[config.mk]
export PLATFORM = sky130hd
export DESIGN_NAME = outputPortTop
export DESIGN_NICKNAME = d
export VERILOG_FILES = /design/src/design/nocFlitPkg.sv /design/src/design/arbPkg.sv /design/src/design/portTimer.sv /design/src/design/switchArbiter.sv /design/src/design/outputMux.sv /design/src/design/outputPortTop.sv
export VERILOG_INCLUDE_DIRS = /design/src /design/src/design
export SDC_FILE = /design/constraint.sdc
export NUM_CORES = 1
export LEC_CHECK = 0
export BUFFER_PORTS_ARGS = -buffer_cell sky130_fd_sc_hd__buf_4
export CAP_MARGIN = 30
export CELL_PAD_IN_SITES_DETAIL_PLACEMENT = 1
export CELL_PAD_IN_SITES_GLOBAL_PLACEMENT = 2
export CORE_MARGIN = 4
export CORE_UTILIZATION = 29
export CTS_CLUSTER_SIZE = 25
export DETAILED_ROUTE_END_ITERATION = 10
export PLACE_DENSITY = 0.86
export SETUP_SLACK_MARGIN = 0.4
export SYNTH_ARGS = -nofsm -noshare
export SYNTH_HDL_FRONTEND = slang
export SYNTH_SLANG_ARGS = --single-unit
[constraint.sdc]
create_clock -name clk -period 4.7 [get_ports clk]
set_input_delay 0.705 -clock clk [delete_from_list [all_inputs] [get_ports clk]]
set_output_delay 0.705 -clock clk [all_outputs]
set_load 0.03 [all_outputs]
[src/design/noc_consts.svh]
`ifndef NOC_CONSTS_SVH
`define NOC_CONSTS_SVH

`define NUM_PORTS 5             // local plus four mesh neighbours.
`define LEN_W 12                // packet length in flits.
`define PAYLOAD_W 16
`define KIND_W 3
`define PORT_IDX_W 3

// a head flit carries the packet length
`define FLIT_HEAD_CODE 3'b001

`endif

[src/design/nocFlitPkg.sv]
`include "noc_consts.svh"

package nocFlitPkg;

  typedef enum logic [`KIND_W-1:0] {
    FLIT_IDLE = 3'b000,
    FLIT_HEAD = `FLIT_HEAD_CODE,   // length field is valid.
    FLIT_BODY = 3'b010,
    FLIT_TAIL = 3'b011
  } flitKind_e;

  typedef enum logic [`PORT_IDX_W-1:0] {
    PORT_L = 3'd0,
    PORT_N = 3'd1,
    PORT_E = 3'd2,
    PORT_W = 3'd3,
    PORT_S = 3'd4
  } portIdx_e;

  // one input port, 32 bits
  typedef struct packed {
    logic                  req;
    flitKind_e             kind;
    logic [`LEN_W-1:0]     length;
    logic [`PAYLOAD_W-1:0] payload;
  } portIn_t;

  typedef struct packed {
    logic                  valid;
    flitKind_e             kind;
    portIdx_e              srcPort;   // port that held the grant.
    logic [`PAYLOAD_W-1:0] payload;
  } outFlit_t;

endpackage

[src/design/arbPkg.sv]
`include "noc_consts.svh"

package arbPkg;

  import nocFlitPkg::*;

  // one-hot, idle in bit 0 and port p in bit p+1
  typedef enum logic [`NUM_PORTS:0] {
    GS_IDLE = 6'b000001,
    GS_L    = 6'b000010,
    GS_N    = 6'b000100,
    GS_E    = 6'b001000,
    GS_W    = 6'b010000,
    GS_S    = 6'b100000
  } grantState_e;

  // returns 1 when the state names a port.
  function automatic logic grantToPort(
    input  grantState_e g,
    output portIdx_e    port
  );
    logic hit;
    hit = 1'b1;
    port = PORT_L;
    case (g)
      GS_L: port = PORT_L;
      GS_N: port = PORT_N;
      GS_E: port = PORT_E;
      GS_W: port = PORT_W;
      GS_S: port = PORT_S;
      default: hit = 1'b0;   // idle or a broken encoding.
    endcase
    return hit;
  endfunction

  function automatic grantState_e portToGrant(input int idx);
    return grantState_e'((`NUM_PORTS + 1)'(2) << idx);
  endfunction

endpackage

[src/design/portTimer.sv]
`include "noc_consts.svh"

module portTimer import nocFlitPkg::*; (
  input  logic              clk,
  input  logic              rst,
  input  flitKind_e         kind,
  input  logic [`LEN_W-1:0] length,
  input  logic              runTimer,
  output logic              timesUp
);

  logic [`LEN_W-1:0] holdLimit;
  logic [`LEN_W-1:0] holdCount;

  // limit follows the most recent head flit on this port.
  always_ff @(posedge clk)
  begin
    if (rst)
    begin
      holdLimit <= '0;
    end
    else if (kind == FLIT_HEAD)
    begin
      holdLimit <= length;
    end
  end

  // counts cycles of an active hold, cleared otherwise.
  always_ff @(posedge clk)
  begin
    if (rst)
    begin
      holdCount <= '0;
    end
    else if (runTimer)
    begin
      holdCount <= holdCount + 1'b1;
    end
    else
    begin
      holdCount <= '0;
    end
  end

  assign timesUp = (holdCount == holdLimit);   // seen by the arbiter in the same cycle.

endmodule

[src/design/switchArbiter.sv]
`include "noc_consts.svh"

module switchArbiter import nocFlitPkg::*, arbPkg::*; (
  input  logic        clk,
  input  logic        rst,
  input  portIn_t     inPorts [`NUM_PORTS],
  output grantState_e grant
);

  grantState_e state;
  grantState_e nextState;

  logic [`NUM_PORTS-1:0] reqs;
  logic [`NUM_PORTS-1:0] runTimer;
  logic [`NUM_PORTS-1:0] timesUp;

  portIdx_e holdPort;
  logic     holdValid;

  // first requester among span ports, starting at port first and wrapping.
  function automatic grantState_e scanReq(
    input logic [`NUM_PORTS-1:0] reqVec,
    input int                    first,
    input int                    span
  );
    grantState_e pick;
    int          idx;
    pick = GS_IDLE;
    // walk backwards so the earliest requester wins.
    for (int k = `NUM_PORTS - 1; k >= 0; k--)
    begin
      idx = (first + k) % `NUM_PORTS;
      if (k < span && reqVec[idx])
      begin
        pick = portToGrant(idx);
      end
    end
    return pick;
  endfunction

  for (genvar p = 0; p < `NUM_PORTS; p++)
  begin : genPort
    assign reqs[p] = inPorts[p].req;

    portTimer portTimer0 (
      .clk      (clk),
      .rst      (rst),
      .kind     (inPorts[p].kind),
      .length   (inPorts[p].length),
      .runTimer (runTimer[p]),
      .timesUp  (timesUp[p])
    );
  end

  always_ff @(posedge clk)
  begin
    if (rst)
    begin
      state <= GS_IDLE;
    end
    else
    begin
      state <= nextState;
    end
  end

  always_comb
  begin
    holdValid = grantToPort(state, holdPort);
  end

  always_comb
  begin
    runTimer = '0;
    nextState = GS_IDLE;
    if (state == GS_IDLE)
    begin
      nextState = scanReq(reqs, 0, `NUM_PORTS);   // fixed priority, L first.
    end
    else if (!holdValid)
    begin
      nextState = GS_IDLE;   // recover from an illegal encoding.
    end
    else if (reqs[holdPort] && !timesUp[holdPort])
    begin
      runTimer[holdPort] = 1'b1;
      nextState = state;
    end
    else
    begin
      // rotate: start after the holder and skip it.
      nextState = scanReq(reqs, int'(holdPort) + 1, `NUM_PORTS - 1);
    end
  end

  assign grant = state;

endmodule

[src/design/outputMux.sv]
`include "noc_consts.svh"

module outputMux import nocFlitPkg::*, arbPkg::*; (
  input  logic        clk,
  input  logic        rst,
  input  portIn_t     inPorts [`NUM_PORTS],
  input  grantState_e grant,
  output outFlit_t    outFlit
);

  portIdx_e selPort;
  logic     selValid;
  portIn_t  selFlit;

  always_comb
  begin
    selValid = grantToPort(grant, selPort);
  end

  assign selFlit = inPorts[selPort];

  // only valid is cleared, the other fields keep the last forwarded flit.
  always_ff @(posedge clk)
  begin
    if (rst)
    begin
      outFlit.valid <= 1'b0;
    end
    else if (selValid && selFlit.req)
    begin
      outFlit.valid   <= 1'b1;
      outFlit.kind    <= selFlit.kind;
      outFlit.srcPort <= selPort;
      outFlit.payload <= selFlit.payload;
    end
    else
    begin
      outFlit.valid <= 1'b0;   // idle or granted port went quiet.
    end
  end

endmodule

[src/design/outputPortTop.sv]
`include "noc_consts.svh"

module outputPortTop import nocFlitPkg::*, arbPkg::*; (
  input  logic        clk,
  input  logic        rst,
  input  portIn_t     inPorts [`NUM_PORTS],
  output grantState_e grant,
  output outFlit_t    outFlit
);

  switchArbiter arbiter0 (
    .clk     (clk),
    .rst     (rst),
    .inPorts (inPorts),
    .grant   (grant)
  );

  // forwards the flit one cycle behind the grant.
  outputMux mux0 (
    .clk     (clk),
    .rst     (rst),
    .inPorts (inPorts),
    .grant   (grant),
    .outFlit (outFlit)
  );

endmodule

**Yosys cells after proc, flatten, opt, wreduce, memory -nomap -nowiden**

Cells that the tools add are included.

- Add/sub/neg operators: 9
- Multipliers: 0
- Div/mod/pow operators: 4
- $lt $le $gt $ge: 7
- Equality and inequality tests: 17
- Shift operators: 4
- Mux-type cells: 39
- Bitwise gates (word level): 7
- Reduce and logical (&&, ||, !) cells: 11

Operators by type and width:

| cell | number |
|---|---|
| $lt A32 B5 Y1 const B | 4 |
| $mod A32 B4 Y32 const B | 4 |
| $shl A2 B32 Y6 const A | 4 |
| $bmux W32 S3 | 1 |
| $mux W6 | 12 |
| $add A32 B3 Y32 const B | 2 |
| $mux W32 | 2 |
| $add A12 B1 Y12 const B | 5 |
| $eq A12 B12 Y1 | 5 |
| $add A32 B2 Y32 const B | 1 |
| $bmux W1 S3 | 6 |
| $eq A3 B1 Y1 const B | 5 |
| $mux W5 | 3 |
| $mux W1 | 13 |
| $pmux W3 S4 | 1 |
| $reduce_or A2 Y1 | 5 |
| $eq A6 B1 Y1 const B | 1 |
| $eq A6 B2 Y1 const B | 1 |
| $eq A6 B3 Y1 const B | 1 |
| $eq A6 B4 Y1 const B | 1 |
| $eq A6 B5 Y1 const B | 1 |
| $eq A6 B6 Y1 const B | 1 |
| $not A1 Y1 | 6 |
| $reduce_or A5 Y1 | 1 |
| other kinds (10) | 12 |

- Register bits: 149
- Bits in latches: 0
- RAM bits: 0
- ROM bits: 0
- Input port bits: 162
- Output and inout port bits: 29
- Logic and storage cells: 113
- Memories kept: 0

**Longest topological paths before layout**

- Depth in word-level cells: 15
- Depth in mapped cells: 22

**Cells and area by module**

A second synthesis with hierarchy kept.

- Cell total of the unflattened synthesis: 1090
- Area, all modules: 9521.6 sq um

Modules (own cells, without submodules):

| module | times used | cells an instance | area each (sq um) | seq. area each (sq um) |
|---|---|---|---|---|
| portTimer | 5 | 113 | 1073.5 | 480.5 |
| switchArbiter | 1 | 344 | 2473.6 | 120.1 |
| outputMux | 1 | 181 | 1680.4 | 680.7 |

**Least setup slack after synthesis**

OpenSTA, ideal clock, no wires.

- Kind: reg-to-reg
- Start: register arbiter0.state[4] (netlist: arbiter0.grant[4])
- End: register arbiter0.state[1] (netlist: arbiter0.grant[1])
- Data arrival time: 5.281 ns
- Data required time: 4.609 ns
- Slack: -0.672 ns
- Stages on the path, launching flop included: 21
- Buffers on the path: 8
- Period minus slack after synthesis: 5.372 ns
- Path through: dfxtp_1 -> buf_2 -> xor2_2 -> nand2_4 -> clkbuf_1 -> clkbuf_1 -> buf_1 -> ha_1 -> clkbuf_1 -> clkbuf_1 -> clkbuf_1 -> clkbuf_1 -> ha_1 -> nor2b_1 -> o21ai_0 -> a2111oi_0 -> mux2i_4 -> o31ai_2 -> a31oi_1 -> or4_1 -> a311oi_1

- Cells in the longest elaborated chain, start to end: 15
- Elaborated cells on any way between the ends: 47

Ends and longest elaborated chain:

| item | line | RTL |
|---|---|---|
| start, declared | switchArbiter.sv:10 | `grantState_e state;` |
| start signal, assigned | switchArbiter.sv:63 | `state <= nextState;` |
| $eq A6 B6 Y1, or another cell as far along | arbPkg.sv:25 | `case (g)` |
| $pmux W3 S4 | arbPkg.sv:25 |  |
| $add A3 B1 Y4 | switchArbiter.sv:92 | `` nextState = scanReq(reqs, int'(holdPort) + 1, `NUM_PORTS - 1); `` |
| $add A32 B3 Y32 | switchArbiter.sv:32 | `` idx = (first + k) % `NUM_PORTS; `` |
| $mod A32 B4 Y32 (no source line) | n/a |  |
| $bmux W1 S3 | switchArbiter.sv:33 | `if (k < span && reqVec[idx])` |
| $mux W1 (implied by the code) (2 in a row) | switchArbiter.sv:33 |  |
| $mux W6 (4 in a row) | switchArbiter.sv:33 |  |
| $mux W6 | switchArbiter.sv:84 | `else if (reqs[holdPort] && !timesUp[holdPort])` |
| $mux W6 | switchArbiter.sv:80 | `else if (!holdValid)` |
| $mux W6 | switchArbiter.sv:76 | `if (state == GS_IDLE)` |

Parallel ways exist; a longest one is shown, timed or not. The select of a mux whose other input is x is not followed.
A chain may end at the register's enable or synchronous reset.

**Worst setup path after layout**

- Start: register arbiter0.state[4] (netlist: arbiter0.grant[4])
- End: register arbiter0.state[1] (netlist: arbiter0.grant[1])

- Cells in the longest elaborated chain, start to end: 15
- Elaborated cells on any way between the ends: 47

Ends and longest elaborated chain:

| item | line | RTL |
|---|---|---|
| $eq A6 B6 Y1, or another cell as far along | arbPkg.sv:25 |  |
| $pmux W3 S4 (*) | arbPkg.sv:25 |  |
| named net arbiter0.holdPort[1] | switchArbiter.sv:17 | `portIdx_e holdPort;` |
| $add A3 B1 Y4 | switchArbiter.sv:92 |  |
| $add A32 B3 Y32 | switchArbiter.sv:32 |  |
| $mod A32 B4 Y32 (no source line) | n/a |  |
| $bmux W1 S3 | switchArbiter.sv:33 |  |
| $mux W1 (implied by the code) (2 in a row) | switchArbiter.sv:33 |  |
| $mux W6 (4 in a row) | switchArbiter.sv:33 |  |
| $mux W6 | switchArbiter.sv:84 |  |
| $mux W6 | switchArbiter.sv:80 |  |
| $mux W6 | switchArbiter.sv:76 |  |

Mark *: on every way through the listed nets, which the timed path passes. The rest lies on a longest branch. The select of a mux whose other input is x is not followed.

==> impl_metrics.env <==
export IMPL_synthFlopType="dfxtp_1"
export IMPL_place_ws_ps=286.4
export IMPL_grt_pass1_vias=8333
export IMPL_yosys_area_share_simple_pct=25.32
export IMPL_wl_met1_um=12980
export IMPL_die_area_um2=32150
export IMPL_power_share_sequential_pct=34.7
export IMPL_remaining_drc_errors=0
export IMPL_drv_slew=0
export IMPL_crit_required_ps=5030
export IMPL_muxShareOfSynthArea_pct=3.690
export IMPL_dpl_hpwl_um=22180
export IMPL_cts_tree="built"
export IMPL_fin_crit_sh_pct=87.93
export IMPL_fin_skew_ps=10.96
export IMPL_status="finished, final reports clean"
export IMPL_p_int_uw=2707
export IMPL_hold_path_class="reg -> reg"
export IMPL_cp_startpoint="arbiter0.grant[4]$_SDFFE_PP0P_"
export IMPL_synth_top_family_by_area="simple AND/OR/NAND/NOR gates"
export IMPL_synth_compound_area_share_pct=14.48
export IMPL_routedWlPerCell_um=18.24
export IMPL_grt_overflow=0
export IMPL_rsz0062_at_grt="yes"
export IMPL_highest_layer="met5"
export IMPL_endpoint="arbiter0.grant[1]$_SDFFE_PP0P_"
export IMPL_io_pin_count=191
export IMPL_clk_pin_slew_worst_paths_ps=70
export IMPL_ys_seq_elements=149
export IMPL_n_fill_cell=3502
export IMPL_place_congestion=0.9081
export IMPL_grtUsageTotal_pct=18.00
export IMPL_startpoint_type="register"
export IMPL_vias=8014
export IMPL_numCtsBuffers=17
export IMPL_setup_slack_ps=567.1
export IMPL_synth_yosys_seq_area_share_pct=37.64
export IMPL_timing_final_crit_period_ps=4133
export IMPL_cts_hold_buf=0
export IMPL_port_buffers=190
export IMPL_min_from="arbiter0.genPort[0].portTimer0.holdLimit[6]$_SDFFE_PP0N_"
export IMPL_grt_antenna_before_repair=1
export IMPL_synth_area_um2=8511
export IMPL_setup_viol=0
export IMPL_cp_max_fo=11
export IMPL_coreArea_um2=28860
export IMPL_yosysWarnings=0
export IMPL_cts_htree_levels=4
export IMPL_multi_input_area_um2=5159
export IMPL_drive_above_1_share_pct=24.82
export IMPL_wl_met3_um=1871
export IMPL_max_cap_viol_count=0
export IMPL_insertion_delay_ps=430
export IMPL_first_iter_violations=289
export IMPL_timing_rr_start="arbiter0.grant[4]$_SDFFE_PP0P_"
export IMPL_synthCells=1042
export IMPL_grt_max_degree=73
export IMPL_synthXorXnorAreaFrac_pct=12.76
export IMPL_tns_ps=0
export IMPL_swShare_pct=33.45
export IMPL_worst_endpoint_arrival_ps=4460
export IMPL_wl_um=29500
export IMPL_r2r_cells=16
export IMPL_totalPowerFinal_uw=4067
export IMPL_power_density_nw_per_um2=363.1
export IMPL_relSlewSlack_pct=29.22
export IMPL_die_w_um=179.3
export IMPL_r2r_setup_slack_ps=570
export IMPL_drt_pass1_iter_count=4
export IMPL_async_flop_share_pct=0
export IMPL_ys_types=81
export IMPL_ant_nets=0
export IMPL_wl_met2_um=14060
export IMPL_power_switching_uw=1361
export IMPL_clockRootBuffer="clkbuf_16"
export IMPL_hold_violations=0
export IMPL_cts_max_path_buffers=2
export IMPL_fmax_mhz=242.0
export IMPL_diodes=0
export IMPL_synth_edf_count=22
export IMPL_clock_power_share_pct=35.1
export IMPL_worstMarginPinSlew_ps=1052
export IMPL_fp_dieH_um=179.3
export IMPL_combPwrFrac_pct=30.2
export IMPL_leakagePower_uw=0.004614
export IMPL_start_util_pct=29.49
export IMPL_clkSinkCount=149
export IMPL_area_delta_synth_final_pct=31.64
export IMPL_worst_setup_path_type="reg -> reg"
export IMPL_r2r_end="arbiter0.grant[1]$_SDFFE_PP0P_"
export IMPL_nets=1397
export IMPL_max_vdd_ir_drop_mv=0.2552
export IMPL_syn_avg_cell_area_um2=8.168
export IMPL_synth_fa_ha_area_share_pct=2.205
export IMPL_viasPerCell=4.956
export IMPL_endpoint_kind="register"
export IMPL_regArea_um2=3218
export IMPL_syn_nets=1219
export IMPL_grt_pass1_wl_um=45390
export IMPL_rows=62
[cell type report]
cell class                 instances  share of cell area (%)
sequential                       149                   28.72
inverter                          24                  0.8935
clock buffer                      18                   4.021
tap                              384                   4.289
timing repair buffer             217                   14.57
multi-input combinational        811                   46.05
clock inverter                    14                   1.452
[repair_timing]
item | in CTS | in global routing
buffers inserted | 1 | 8
gates resized for setup | 5 | 15
pin swaps | 1 | 9
endpoints found under the setup margin | 3 | 41
[per-layer routing]
layer,vias up,global-route usage [%]
met4,2,4.919
met2,227,31.08
met1,3787,22.50
met3,43,4.281
li1,3955,-
met5,-,0
[cell usage after synthesis, types with 8 or more instances]
cell      count  area share, %
ha_1         15            2.2
nand2_1     216            9.5
o21ai_0      15           0.88
nand4_1       9           0.66
xnor2_1      38            3.9
xor2_1       81            8.3
inv_1        19           0.84
dfxtp_1     127             30
and3_1       26            1.9
nor2_1       92            4.1
nor4_1       15            1.1
nor2b_1       8           0.59
buf_2        13           0.76
mux2i_1      28            3.3
a221o_1       9            1.1
clkbuf_1     34            1.5
nor3_1       13           0.76
buf_1        10           0.44
nand3_1      39            2.3
a21oi_1      87            5.1
o221ai_1     11            1.1
edfxtp_1     22            7.8
[power by group through the flow]
stage / Combinational (uW) / Sequential (uW) / Clock, uW
2_1_floorplan: 759 / 1450 / 0
3_3_place_gp: 1150 / 1430 / 0
3_5_place_dp: 1160 / 1430 / 0
4_1_cts: 1180 / 1410 / 1460
5_1_grt: 1340 / 1420 / 1520
6_report: 1230 / 1410 / 1430
[worst min-delay path by stage]
| stage | end | slack, ps | cells after the start |
|---|---|---|---|
| after global placement | arbiter0.genPort[4].portTimer0.holdLimit[9]$_SDFFE_PP0N_ | 460 | 2 |
| after global routing | arbiter0.genPort[4].portTimer0.holdLimit[7]$_SDFFE_PP0N_ | 490 | 2 |
| after detailed placement | arbiter0.genPort[0].portTimer0.holdLimit[6]$_SDFFE_PP0N_ | 460 | 2 |
| after floorplan | arbiter0.genPort[0].portTimer0.holdCount[0]$_SDFF_PP0_ | 450 | 1 |
| after CTS | arbiter0.genPort[0].portTimer0.holdLimit[6]$_SDFFE_PP0N_ | 470 | 2 |
| final | arbiter0.genPort[0].portTimer0.holdLimit[6]$_SDFFE_PP0N_ | 470 | 2 |
[placed cells by master, fill, tap and decap left out, drive strengths merged, types with 18 or more instances in the layout]
cell	synthesis	routed
inv	22	29
dfxtp	127	127
o21ai	23	23
nand3	39	39
buf	24	217
clkbuf	34	18
edfxtp	22	22
xnor2	39	39
nor2	92	92
and3	26	26
mux2i	29	29
nand2	218	218
a21oi	89	89
xor2	82	82
[through the flow]
step           utilization (%)  hold slack (ps)  std cells  area, um2
6_report                 38.82            467.6       1617      11200
2_1_floorplan                -            447.0       1042       8681
3_5_place_dp             36.11            460.2       1576      10420
4_1_cts                  38.32            468.4       1609      11060
5_1_grt                  38.82            494.3       1617      11200
3_3_place_gp             36.11            456.2       1576      10420
[cell families (layout without fill, tap and decap cells)]
family / after synthesis / in the layout
AOI/OAI and AO/OA: 184 / 184
xor gates and xnor gates: 121 / 121
adders and majority gates: 15 / 15
buffers and inverters: 82 / 273
DFF: 149 / 149
muxes: 30 / 30
and+or+nand+nor: 461 / 461
[state kept, by name, summed over array words and instances, names as in the netlist]
name                                   flops
arbiter0.genPort.portTimer0.holdCount     60
arbiter0.grant                             6
mux0.outFlit                              23
arbiter0.genPort.portTimer0.holdLimit     60
[worst max-delay path, stage by stage, from the launching register on]
cell and delay, ps:
dfxtp_4 460, xor2_1 220, nand3_2 210, inv_2 100
buf_4 190, ha_2 300, xnor2_1 150, ha_1 190
buf_4 200, nand2_1 110, a211o_1 300, and4b_1 200
o31ai_2 270, o21ai_2 110, buf_4 180, or4_1 550
a311oi_1 280
Note: power is estimated with default switching activity, not from simulation.
